`config.mk`:
```
export PLATFORM = sky130hd
export DESIGN_NAME = engine_read_write_top
export DESIGN_NICKNAME = d
export VERILOG_FILES = /design/src/rtl/glay_pkg.sv /design/src/rtl/engine_read_write_kernel.sv /design/src/rtl/engine_lane_dispatch.sv /design/src/rtl/engine_request_merge.sv /design/src/rtl/engine_read_write_top.sv
export VERILOG_INCLUDE_DIRS = /design/src /design/src/rtl
export SDC_FILE = /design/constraint.sdc
export NUM_CORES = 1
export LEC_CHECK = 0
export BUFFER_PORTS_ARGS = -buffer_cell sky130_fd_sc_hd__buf_2
export CAP_MARGIN = 25
export CORE_ASPECT_RATIO = 1.4
export CORE_MARGIN = 4
export CORE_UTILIZATION = 25
export CTS_CLUSTER_DIAMETER = 30
export DETAILED_ROUTE_END_ITERATION = 12
export PLACE_DENSITY_LB_ADDON = 0.08
export REMOVE_ABC_BUFFERS = 1
export SETUP_SLACK_MARGIN = 0.3
export SYNTH_ARGS = -nofsm -noshare
export SYNTH_HDL_FRONTEND = slang
export SYNTH_SLANG_ARGS = --single-unit
```
`constraint.sdc`:
```
create_clock -name ap_clk -period 6.6 [get_ports ap_clk]
set_input_delay 0.66 -clock ap_clk [delete_from_list [all_inputs] [get_ports ap_clk]]
set_output_delay 0.66 -clock ap_clk [all_outputs]
set_load 0.01 [all_outputs]
```
`src/rtl/glay_params.svh`:
```
// GLay read/write stage parameters: packet geometry, lane count and address widths
`ifndef GLAY_PARAMS_SVH
`define GLAY_PARAMS_SVH

// ---------------------------------------------------------------------------
// Packet geometry
// ---------------------------------------------------------------------------
// Fields carried by every engine packet
`define GLAY_NUM_FIELDS 4
// Bits per field
`define GLAY_FIELD_WIDTH 32

// ---------------------------------------------------------------------------
// Lane and request address geometry
// ---------------------------------------------------------------------------
// Identical kernel lanes behind the dispatcher
`define GLAY_NUM_LANES 4
// Request offset, wraps at this width
`define GLAY_OFFSET_WIDTH 32
// Granularity shift amount
`define GLAY_SHIFT_WIDTH 5
// Channel and buffer identifiers
`define GLAY_ID_WIDTH 8

`endif

```
`src/rtl/glay_pkg.sv`:
```
// GLay shared types for fields, packets, read/write configuration and request addresses
`include "glay_params.svh"

package glay_pkg;

  // ---------------------------------------------------------------------------
  // Plain vector types
  // ---------------------------------------------------------------------------
  // One data field of a packet
  typedef logic [`GLAY_FIELD_WIDTH-1:0] field_t;

  // One bit per field, used for the constant mask and each ops_mask row
  typedef logic [`GLAY_NUM_FIELDS-1:0] field_mask_t;

  // Request offset and its base
  typedef logic [`GLAY_OFFSET_WIDTH-1:0] offset_t;

  // Granularity shift amount
  typedef logic [`GLAY_SHIFT_WIDTH-1:0] shift_amount_t;

  // Channel or buffer identifier
  typedef logic [`GLAY_ID_WIDTH-1:0] id_t;

  // Burst length of a request, always 1 here
  typedef logic [7:0] burst_length_t;

  // Lane index
  typedef logic [$clog2(`GLAY_NUM_LANES)-1:0] lane_sel_t;

  // ---------------------------------------------------------------------------
  // Packet and configuration
  // ---------------------------------------------------------------------------
  // Group of fields moving as one packet
  typedef struct packed {
    field_t [`GLAY_NUM_FIELDS-1:0] field;
  } engine_packet_t;

  // Read/write kernel configuration, latched on cfg_load
  typedef struct packed {
    field_mask_t                        const_mask;
    field_t                             const_value;
    // Row i selects the input field for output field i
    field_mask_t [`GLAY_NUM_FIELDS-1:0] ops_mask;
    offset_t                            index_start;
    shift_amount_t                      granularity;
    // 1 shifts left, 0 shifts right
    logic                               direction;
    id_t                                id_channel;
    id_t                                id_buffer;
  } rw_config_t;

  // ---------------------------------------------------------------------------
  // Memory request
  // ---------------------------------------------------------------------------
  // Shift applied to the offset, forwarded as metadata
  typedef struct packed {
    shift_amount_t amount;
    logic          direction;
  } shift_t;

  // Request address handed to the memory side
  typedef struct packed {
    offset_t       offset;
    shift_t        shift;
    id_t           id_channel;
    id_t           id_buffer;
    burst_length_t burst_length;
  } request_address_t;

endpackage : glay_pkg

```
`src/rtl/engine_read_write_kernel.sv`:
```
// Read/write kernel lane: routes packet fields and forms the tagged memory request address
`timescale 1ns/1ps
`include "glay_params.svh"

module engine_read_write_kernel (
  input  logic                        ap_clk,
  input  logic                        reset,
  input  glay_pkg::rw_config_t        config_params,
  input  logic                        valid,
  input  glay_pkg::engine_packet_t    data,
  output logic                        address_valid,
  output glay_pkg::request_address_t  address,
  output glay_pkg::engine_packet_t    result
);

  // Routed fields, before and after the constant override
  glay_pkg::engine_packet_t   routed_value;
  glay_pkg::engine_packet_t   ops_value;

  // Stage 1 registers
  logic                       valid_s1;
  glay_pkg::engine_packet_t   ops_value_s1;
  glay_pkg::engine_packet_t   org_value_s1;

  // Stage 2 registers
  logic                       valid_s2;
  glay_pkg::request_address_t address_s2;
  glay_pkg::engine_packet_t   result_s2;

  // Offset base plus field 1, wrapped at the offset width
  glay_pkg::offset_t          offset_sum;
  glay_pkg::offset_t          offset_shifted;

  // ---------------------------------------------------------------------------
  // Stage 1: field routing
  // ---------------------------------------------------------------------------
  always_comb begin
    for (int i = 0; i < `GLAY_NUM_FIELDS; i++) begin
      // Empty row gives zero
      routed_value.field[i] = '0;
      // Ascending scan, so the highest set bit wins
      for (int j = 0; j < `GLAY_NUM_FIELDS; j++) begin
        if (config_params.ops_mask[i][j]) begin
          routed_value.field[i] = data.field[j];
        end
      end
      // Constant override only affects the operand copy
      if (config_params.const_mask[i]) begin
        ops_value.field[i] = config_params.const_value;
      end else begin
        ops_value.field[i] = routed_value.field[i];
      end
    end
  end

  always_ff @(posedge ap_clk) begin
    ops_value_s1 <= ops_value;
    org_value_s1 <= routed_value;
  end

  // ---------------------------------------------------------------------------
  // Stage 2: address computation
  // ---------------------------------------------------------------------------
  // Field 1 carries the offset
  assign offset_sum = config_params.index_start + glay_pkg::offset_t'(ops_value_s1.field[1]);

  always_comb begin
    if (config_params.direction) begin
      offset_shifted = offset_sum << config_params.granularity;
    end else begin
      offset_shifted = offset_sum >> config_params.granularity;
    end
  end

  always_ff @(posedge ap_clk) begin
    address_s2.offset          <= offset_shifted;
    address_s2.shift.amount    <= config_params.granularity;
    address_s2.shift.direction <= config_params.direction;
    address_s2.id_channel      <= config_params.id_channel;
    address_s2.id_buffer       <= config_params.id_buffer;
    // Single beat requests only
    address_s2.burst_length    <= glay_pkg::burst_length_t'(1);
    // Original routed fields pass through as the result
    result_s2                  <= org_value_s1;
  end

  // ---------------------------------------------------------------------------
  // Stage 3: output register
  // ---------------------------------------------------------------------------
  always_ff @(posedge ap_clk) begin
    address <= address_s2;
    result  <= result_s2;
  end

  // Valid bit travels alongside the three stages
  always_ff @(posedge ap_clk) begin
    if (reset) begin
      valid_s1      <= 1'b0;
      valid_s2      <= 1'b0;
      address_valid <= 1'b0;
    end else begin
      valid_s1      <= valid;
      valid_s2      <= valid_s1;
      address_valid <= valid_s2;
    end
  end

  // Stages 1 and 2 read the config on different cycles for the same packet
  config_stable_in_flight : assert property (
    @(posedge ap_clk) disable iff (reset)
    (valid || valid_s1 || valid_s2) |-> $stable(config_params)
  ) else $error("config_params changed while a packet was in the kernel");

endmodule : engine_read_write_kernel

```
`src/rtl/engine_lane_dispatch.sv`:
```
// Lane dispatcher: latches the kernel configuration and deals packets to lanes in rotation
`timescale 1ns/1ps
`include "glay_params.svh"

module engine_lane_dispatch (
  input  logic                          ap_clk,
  input  logic                          reset,
  input  logic                          cfg_load,
  input  glay_pkg::rw_config_t          cfg_in,
  input  logic                          in_valid,
  input  glay_pkg::engine_packet_t      in_data,
  output logic [`GLAY_NUM_LANES-1:0]    lane_valid,
  output glay_pkg::engine_packet_t      lane_data,
  output glay_pkg::rw_config_t          lane_config
);

  // Cycles from capture here to out_valid at the top
  localparam int PIPE_LATENCY = 5;
  localparam int COUNT_WIDTH  = $clog2(PIPE_LATENCY + 1);

  // Next lane to receive a packet
  glay_pkg::lane_sel_t       lane_ptr;

  // In-flight tracking
  logic [PIPE_LATENCY-1:0]   flight_pipe;
  logic [COUNT_WIDTH-1:0]    flight_count;
  logic                      retire;

  // ---------------------------------------------------------------------------
  // Configuration register
  // ---------------------------------------------------------------------------
  always_ff @(posedge ap_clk) begin
    if (reset) begin
      lane_config <= '0;
    end else if (cfg_load) begin
      lane_config <= cfg_in;
    end
  end

  // ---------------------------------------------------------------------------
  // Rotation and lane steering
  // ---------------------------------------------------------------------------
  always_ff @(posedge ap_clk) begin
    if (reset) begin
      lane_ptr   <= '0;
      lane_valid <= '0;
    end else begin
      // One-hot strobe for the lane under the pointer
      lane_valid <= '0;
      if (in_valid) begin
        lane_valid[lane_ptr] <= 1'b1;
        if (lane_ptr == glay_pkg::lane_sel_t'(`GLAY_NUM_LANES - 1)) begin
          lane_ptr <= '0;
        end else begin
          lane_ptr <= lane_ptr + 1'b1;
        end
      end
    end
  end

  // Data is shared by all lanes, only the strobe picks one
  always_ff @(posedge ap_clk) begin
    lane_data <= in_data;
  end

  // ---------------------------------------------------------------------------
  // In-flight counter
  // ---------------------------------------------------------------------------
  // Packet retires on the edge that registers it at the top output
  assign retire = flight_pipe[PIPE_LATENCY-1];

  always_ff @(posedge ap_clk) begin
    if (reset) begin
      flight_pipe  <= '0;
      flight_count <= '0;
    end else begin
      flight_pipe  <= {flight_pipe[PIPE_LATENCY-2:0], in_valid};
      flight_count <= flight_count + COUNT_WIDTH'(in_valid) - COUNT_WIDTH'(retire);
    end
  end

  // Reload only while the whole pipeline is empty
  cfg_load_when_idle : assert property (
    @(posedge ap_clk) disable iff (reset)
    cfg_load |-> (!in_valid && (flight_count == '0))
  ) else $error("cfg_load asserted with a packet in flight");

endmodule : engine_lane_dispatch

```
`src/rtl/engine_request_merge.sv`:
```
// Request merge: picks the one lane with a valid output and registers it to the top outputs
`timescale 1ns/1ps
`include "glay_params.svh"

module engine_request_merge (
  input  logic                        ap_clk,
  input  logic                        reset,
  input  logic [`GLAY_NUM_LANES-1:0]  kern_valid,
  input  glay_pkg::request_address_t  kern_address [`GLAY_NUM_LANES],
  input  glay_pkg::engine_packet_t    kern_result  [`GLAY_NUM_LANES],
  output logic                        out_valid,
  output glay_pkg::request_address_t  out_address,
  output glay_pkg::engine_packet_t    out_result,
  output glay_pkg::lane_sel_t         out_lane
);

  // Index of the valid lane, zero when none
  glay_pkg::lane_sel_t        sel_lane;
  logic                       any_valid;

  // Selected lane payload
  glay_pkg::request_address_t sel_address;
  glay_pkg::engine_packet_t   sel_result;

  // ---------------------------------------------------------------------------
  // Lane encode and mux
  // ---------------------------------------------------------------------------
  always_comb begin
    sel_lane = '0;
    for (int k = 0; k < `GLAY_NUM_LANES; k++) begin
      if (kern_valid[k]) begin
        sel_lane = glay_pkg::lane_sel_t'(k);
      end
    end
  end

  assign any_valid   = |kern_valid;
  assign sel_address = kern_address[sel_lane];
  assign sel_result  = kern_result[sel_lane];

  // ---------------------------------------------------------------------------
  // Output register
  // ---------------------------------------------------------------------------
  always_ff @(posedge ap_clk) begin
    if (reset) begin
      out_valid <= 1'b0;
    end else begin
      out_valid <= any_valid;
    end
  end

  // Payload only meaningful with out_valid
  always_ff @(posedge ap_clk) begin
    out_address <= sel_address;
    out_result  <= sel_result;
    out_lane    <= sel_lane;
  end

  // Rotation gives at most one lane finishing per cycle
  kern_valid_onehot : assert property (
    @(posedge ap_clk) disable iff (reset)
    $onehot0(kern_valid)
  ) else $error("more than one kernel lane valid in the same cycle");

endmodule : engine_request_merge

```
`src/rtl/engine_read_write_top.sv`:
```
// Read/write address stage top: dispatcher, parallel kernel lanes and output merge
`timescale 1ns/1ps
`include "glay_params.svh"

module engine_read_write_top (
  input  logic                        ap_clk,
  input  logic                        reset,
  input  logic                        cfg_load,
  input  glay_pkg::rw_config_t        cfg_in,
  input  logic                        in_valid,
  input  glay_pkg::engine_packet_t    in_data,
  output logic                        out_valid,
  output glay_pkg::request_address_t  out_address,
  output glay_pkg::engine_packet_t    out_result,
  output glay_pkg::lane_sel_t         out_lane
);

  // ---------------------------------------------------------------------------
  // Dispatcher to lanes
  // ---------------------------------------------------------------------------
  logic [`GLAY_NUM_LANES-1:0] lane_valid;
  // Shared by every lane
  glay_pkg::engine_packet_t   lane_data;
  glay_pkg::rw_config_t       lane_config;

  // ---------------------------------------------------------------------------
  // Lanes to merge
  // ---------------------------------------------------------------------------
  logic [`GLAY_NUM_LANES-1:0] kern_valid;
  glay_pkg::request_address_t kern_address [`GLAY_NUM_LANES];
  glay_pkg::engine_packet_t   kern_result  [`GLAY_NUM_LANES];

  // Config latch and round-robin steering
  engine_lane_dispatch engine_lane_dispatch_i (
    .ap_clk      (ap_clk),
    .reset       (reset),
    .cfg_load    (cfg_load),
    .cfg_in      (cfg_in),
    .in_valid    (in_valid),
    .in_data     (in_data),
    .lane_valid  (lane_valid),
    .lane_data   (lane_data),
    .lane_config (lane_config)
  );

  // One kernel per lane
  generate
    for (genvar k = 0; k < `GLAY_NUM_LANES; k++) begin : g_lane
      engine_read_write_kernel engine_read_write_kernel_i (
        .ap_clk        (ap_clk),
        .reset         (reset),
        .config_params (lane_config),
        .valid         (lane_valid[k]),
        .data          (lane_data),
        .address_valid (kern_valid[k]),
        .address       (kern_address[k]),
        .result        (kern_result[k])
      );
    end
  endgenerate

  // Drain lanes into the single output port
  engine_request_merge engine_request_merge_i (
    .ap_clk       (ap_clk),
    .reset        (reset),
    .kern_valid   (kern_valid),
    .kern_address (kern_address),
    .kern_result  (kern_result),
    .out_valid    (out_valid),
    .out_address  (out_address),
    .out_result   (out_result),
    .out_lane     (out_lane)
  );

endmodule : engine_read_write_top

```
# Word level (Yosys, flattened, before mapping)
# Index checks and enable logic that the tools add are counted.
# classes
shifts	2
reduce_logical	3
bitwise_logic	2
n_lt_le_gt_ge	3
addsub	2
n_eq_ne	1
mux	30
# ops
op	count
$mux 32	18
$bmux 128 s2	1
$mux 128	2
$bmux 62 s2	1
$mux 62	2
$add 32x32->32	1
$shl 32x5->32	1
$shr 32x5->32	1
$mux 2	3
$reduce_or 4->1	1
$ge 3x3->1 const B	1
$lt 2x3->1 const B	1
$not 2->3	1
$add 2x1->2 const B	1
$demux 1 s2	1
$eq 2x2->1 const B	1
$ge 2x1->1 const B	1
$mux 1	2
$reduce_or 2->1	1
$logic_and 1x1->1	1
$not 1->1	1
# totals
regBits	967
word_cells	107
out_inout_bits	193
in_bits	238

# Longest topological paths before layout
# logic_depth
word_depth	7
ltp_mapped	13
ltp_nobuf	12

# Hierarchy
# A second synthesis with hierarchy kept.
# hier_totals
cells_unflattened	10926
hier_area_um2	99819.5
# modules_own_cells
mod	seq_area_each_um2	cells_each	instances	area_per_inst_um2
engine_read_write_kernel	10550.1	2390	4	21252.9
engine_request_merge	3863.7	875	1	8224.1
engine_lane_dispatch	4804.6	491	1	6583.8

# Worst setup path before layout
# OpenSTA, ideal clock, no wires.
# synth_path
kind	reg-to-reg
from	register engine_lane_dispatch_i.lane_config[28] (netlist name)
to	register g_lane[1].engine_read_write_kernel_i.address_s2[60] (netlist bit)
path_buffers	2
path_slack_ns	3.343
arrival_ns	3.123
required_time_ns	6.466
setup_time_ns	0.134
path_stages_with_launch	14
period_less_slack_ns	3.257
cell_sequence	dfxtp_1 -> ha_1 -> clkbuf_1 -> a21oi_1 -> o211a_1 -> o31a_1 -> buf_6 -> a2111o_1 -> nand2_1 -> o211a_1 -> nand2_1 -> and2_1 -> and3_1 -> or4_1
# synth_via
elab_chain_cells	3
word_cells_on_any_way	4
classes_between	add/sub: 1; shift: 2; mux: 1
# synth_rtl
item	line	rtl
$add 32x32->32 (*)	engine_read_write_kernel.sv:65	assign offset_sum = config_params.index_start + glay_pkg::offset_t'(ops_value_s1.field[1]);
$shr 32x5->32 or $shl 32x5->32 (tied branches)	engine_read_write_kernel.sv:71, engine_read_write_kernel.sv:69	
$mux 32 (*)	engine_read_write_kernel.sv:68	if (config_params.direction) begin
named net g_lane[0].engine_read_write_kernel_i.offset_shifted[30]	engine_read_write_kernel.sv:32	glay_pkg::offset_t offset_shifted;
to (decl)	engine_read_write_kernel.sv:27	glay_pkg::request_address_t address_s2;
# Mark *: on every way through the listed nets, which the timed path passes. The rest lies on a longest branch.
# A chain may end at the register's enable or synchronous reset.

# Worst setup path in the final report
# layout_path
from	register engine_lane_dispatch_i.lane_config[22] (netlist name)
to	register g_lane[1].engine_read_write_kernel_i.address_s2[33] (netlist bit)
# layout_via
elab_chain_cells	3
word_cells_on_any_way	4
classes_between	add/sub: 1; shift: 2; mux: 1
# layout_rtl
item	line
$add 32x32->32 (*)	engine_read_write_kernel.sv:65
$shr 32x5->32 or $shl 32x5->32 (tied branches)	engine_read_write_kernel.sv:71, engine_read_write_kernel.sv:69
$mux 32 (*)	engine_read_write_kernel.sv:68
named net g_lane[0].engine_read_write_kernel_i.offset_shifted[3]	engine_read_write_kernel.sv:32
# Marked as above.

==> flow_summary.yaml <==
status:
  status: "complete, no violations"
sta:
  hold_viol_final: 0
  tns_ns: 0
  setup_viol: 0
  tightest_slew_ns: 0.975
  period_needed_ns: 4.57
  slew_headroom: 0.342
  final.period_utilization: 0.693
  clock.fmax_ghz: 0.219
  rsz0062_at_grt: "false"
  finalMaxSlewViolations: 0
  skew_ns: 0.0318
clocking:
  holdBufCountCts: 127
  cts.sinks: 958
  postCtsSetupBuffers: 0
  cts_tree: "built"
  cts_resized: 0
  cts_buffer_depth: 3
  clock_latency_ns: 0.76
  clkTransAtPathRegs_ns: 0.05
  htree_levels: 4
  cts_buffers: 171
  clockRootBuffer: "clkbuf_16"
routing:
  wl_per_cell_um: 20.8
  drc_errors: 0
  final_antenna_net_count: 0
  drt_iter0_markers: 1385
  drt-total-wl_mm: 110
  dr.pass1.iters: 7
  num_vias: 24100
  vias_per_cell: 4.57
synthesis:
  synth_top_area_frac: 0.617
  synth_ff_type: "dfxtp_1"
  ys_types: 88
  synth_seq_cells: 958
  synth_edf_count: 0
  yosys_warnings: 0
  syn-instance-count: 2947
  avgSynthCellArea_um2: 10.5
  syn_area_mm2: 0.0311
  synth-seq-area-share: 0.617
  ys_top_cells_by_area: "dfxtp_1 (62%), mux2i_1 (4.7%), nor2_1 (4.0%)"
  async_flop_share: 0
  synth_area_leader_cell: "dfxtp_1"
placement:
  io_buffer_count: 419
  place_hpwl_mm: 78.0
  placed_cell_area_mm2: 0.0347
  gp_congestion: 0.837
worst_setup_path:
  cpPeakStageDelay_ns: 0.82
  crit_required_ns: 7.28
  critPathMaxFanout: 6
  slowest_stage: "a2111oi_0"
  path_cells: "ha_1 > fa_1 > a211oi_1 > o211ai_1 > a21oi_1 > o21bai_1 > xor2_1 > mux2i_1 > a211oi_1 > a21oi_1 > a2111oi_0 > a211o_1"
  critical_path_class: "reg2reg"
  critPathCaptureType: "register"
  crit_arrival_ns: 5.26
  cp-start-kind: "register"
finish:
  multi_input_area_mm2: 0.0111
  syn_to_final_growth_pct: 35.7
  seqCellArea_mm2: 0.0192
  final.fill_count: 12300
  layout_common_cells: "dfxtp_1 (942), buf_2 (418), nor2_1 (332)"
  mostFrequentLayoutCell: "dfxtp_1"
  drive_above_1_share: 0.237
  nNetsFinal: 3777
  fin_area_mm2: 0.0422
floorplanning:
  start_util: 0.253
  io_pins: 431
  coreArea_mm2: 0.123
  die-area_mm2: 0.130
  die_width_um: 306
  die_h_um: 425
  fp-row-count: 152
grt:
  antenna_found_initial: 34
  overflow: 0
  grt_pass1_wl_mm: 161
  grt_pass1_vias: 24500
  grt_max_degree: 69
  grt_usage: 0.166
job:
  maxCapViolations: 0
hold_path:
  min_path_type: "in2reg"
power_and_ir_drop:
  p_total_w: 0.0176
  p_per_area_mw_per_mm2: 417
  peakVddDrop_mv: 0.243
  leakagePower_nw: 17.8
[report_power, final]
group	internal (W)	total [W]	switching, W
clock	0.00584	0.00906	0.00322
sequential	0.00644	0.00669	0.000245
combinational	0.000681	0.00185	0.00117
[Yosys cell counts, drive strengths merged, types with 12 or more instances]
cell type / n
a21oi: 205
mux2: 45
inv: 16
or3: 12
and2: 22
o21a: 20
clkbuf: 158
nand4: 20
a22oi: 134
buf: 46
nor3: 34
nor2b: 23
nand3: 19
a21o: 22
mux2i: 147
o21ai: 189
a31oi: 13
a211oi: 28
ha: 35
nor2: 332
nand2: 227
o211ai: 37
dfxtp: 958
xnor2: 14
[critical path, delay by kind of cell, from the launching register on]
| family | cells | cell delay [ns] |
|---|---|---|
| flip-flops | 1 | 0.31 |
| XOR/XNOR | 1 | 0.40 |
| multiplexers | 1 | 0.25 |
| AO/OA/AOI/OAI | 8 | 2.85 |
| adder cells (fa/ha/maj) | 2 | 0.67 |
[metal layers]
| metal | routed length [um] | vias up | GRT usage |
|---|---|---|---|
| li1 | - | 11600 | - |
| met1 | 44300 | 11400 | 0.190 |
| met2 | 53500 | 858 | 0.284 |
| met3 | 7690 | 264 | 0.0511 |
| met4 | 4150 | 20 | 0.0711 |
| met5 | 131 | - | 0 |
[kinds of logic after synthesis]
| family | synth area share |
|---|---|
| fa+ha+maj | 0.0147 |
| other cells | 0.000242 |
| compound gates | 0.164 |
| buf+inv | 0.0285 |
| xor+xnor | 0.00620 |
| flops | 0.617 |
| simple gates | 0.100 |
| mux | 0.0694 |
[final timing paths]
kind / from / endpoint / slack [ns] / cells after the start
max: engine_lane_dispatch_i.lane_config[22] / g_lane[1].engine_read_write_kernel_i.address_s2[33] / 2.03 / 12
max reg2reg: engine_lane_dispatch_i.lane_config[22] / g_lane[1].engine_read_write_kernel_i.address_s2[33] / 2.03 / 12
min: in_data[119] / engine_lane_dispatch_i.lane_data[119] / 0.08 / 1
min reg2reg: g_lane[1].engine_read_write_kernel_i.result_s2[85] / g_lane[1].engine_read_write_kernel_i.result[85] / 0.30 / 0
[registers in the layout, summed over array words and instances, names as in the netlist, 54 cells and up]
register and count:
engine_request_merge_i.out_address 54, g_lane.engine_read_write_kernel_i.result_s2 128, engine_lane_dispatch_i.lane_data 128, g_lane.engine_read_write_kernel_i.result 128, g_lane.engine_read_write_kernel_i.address 54, g_lane.engine_read_write_kernel_i.address_s2 54, engine_request_merge_i.out_result 128, g_lane.engine_read_write_kernel_i.org_value_s1 128
engine_lane_dispatch_i.lane_config 103
[metrics by stage]
step	hold slack, ns	worst slack, ns	std cells	utilization
2_1_floorplan	0.310	1.66	2749	-
3_3_place_gp	0.310	2.14	4817	0.282
3_5_place_dp	0.312	2.12	4820	0.282
4_1_cts	0.00826	2.05	5265	0.342
5_1_grt	0.0196	1.77	5267	0.343
6_report	0.0775	2.03	5278	0.343
[final cells by class]
class,instances,share of cell area
antenna,13,0.000771
clock buffer,195,0.109
clock inverter,123,0.0364
inverter,17,0.00151
multi-input combinational,1774,0.262
sequential,958,0.455
tap,1617,0.0480
timing repair buffer,581,0.0865
Power figures use the tool's default switching activity.
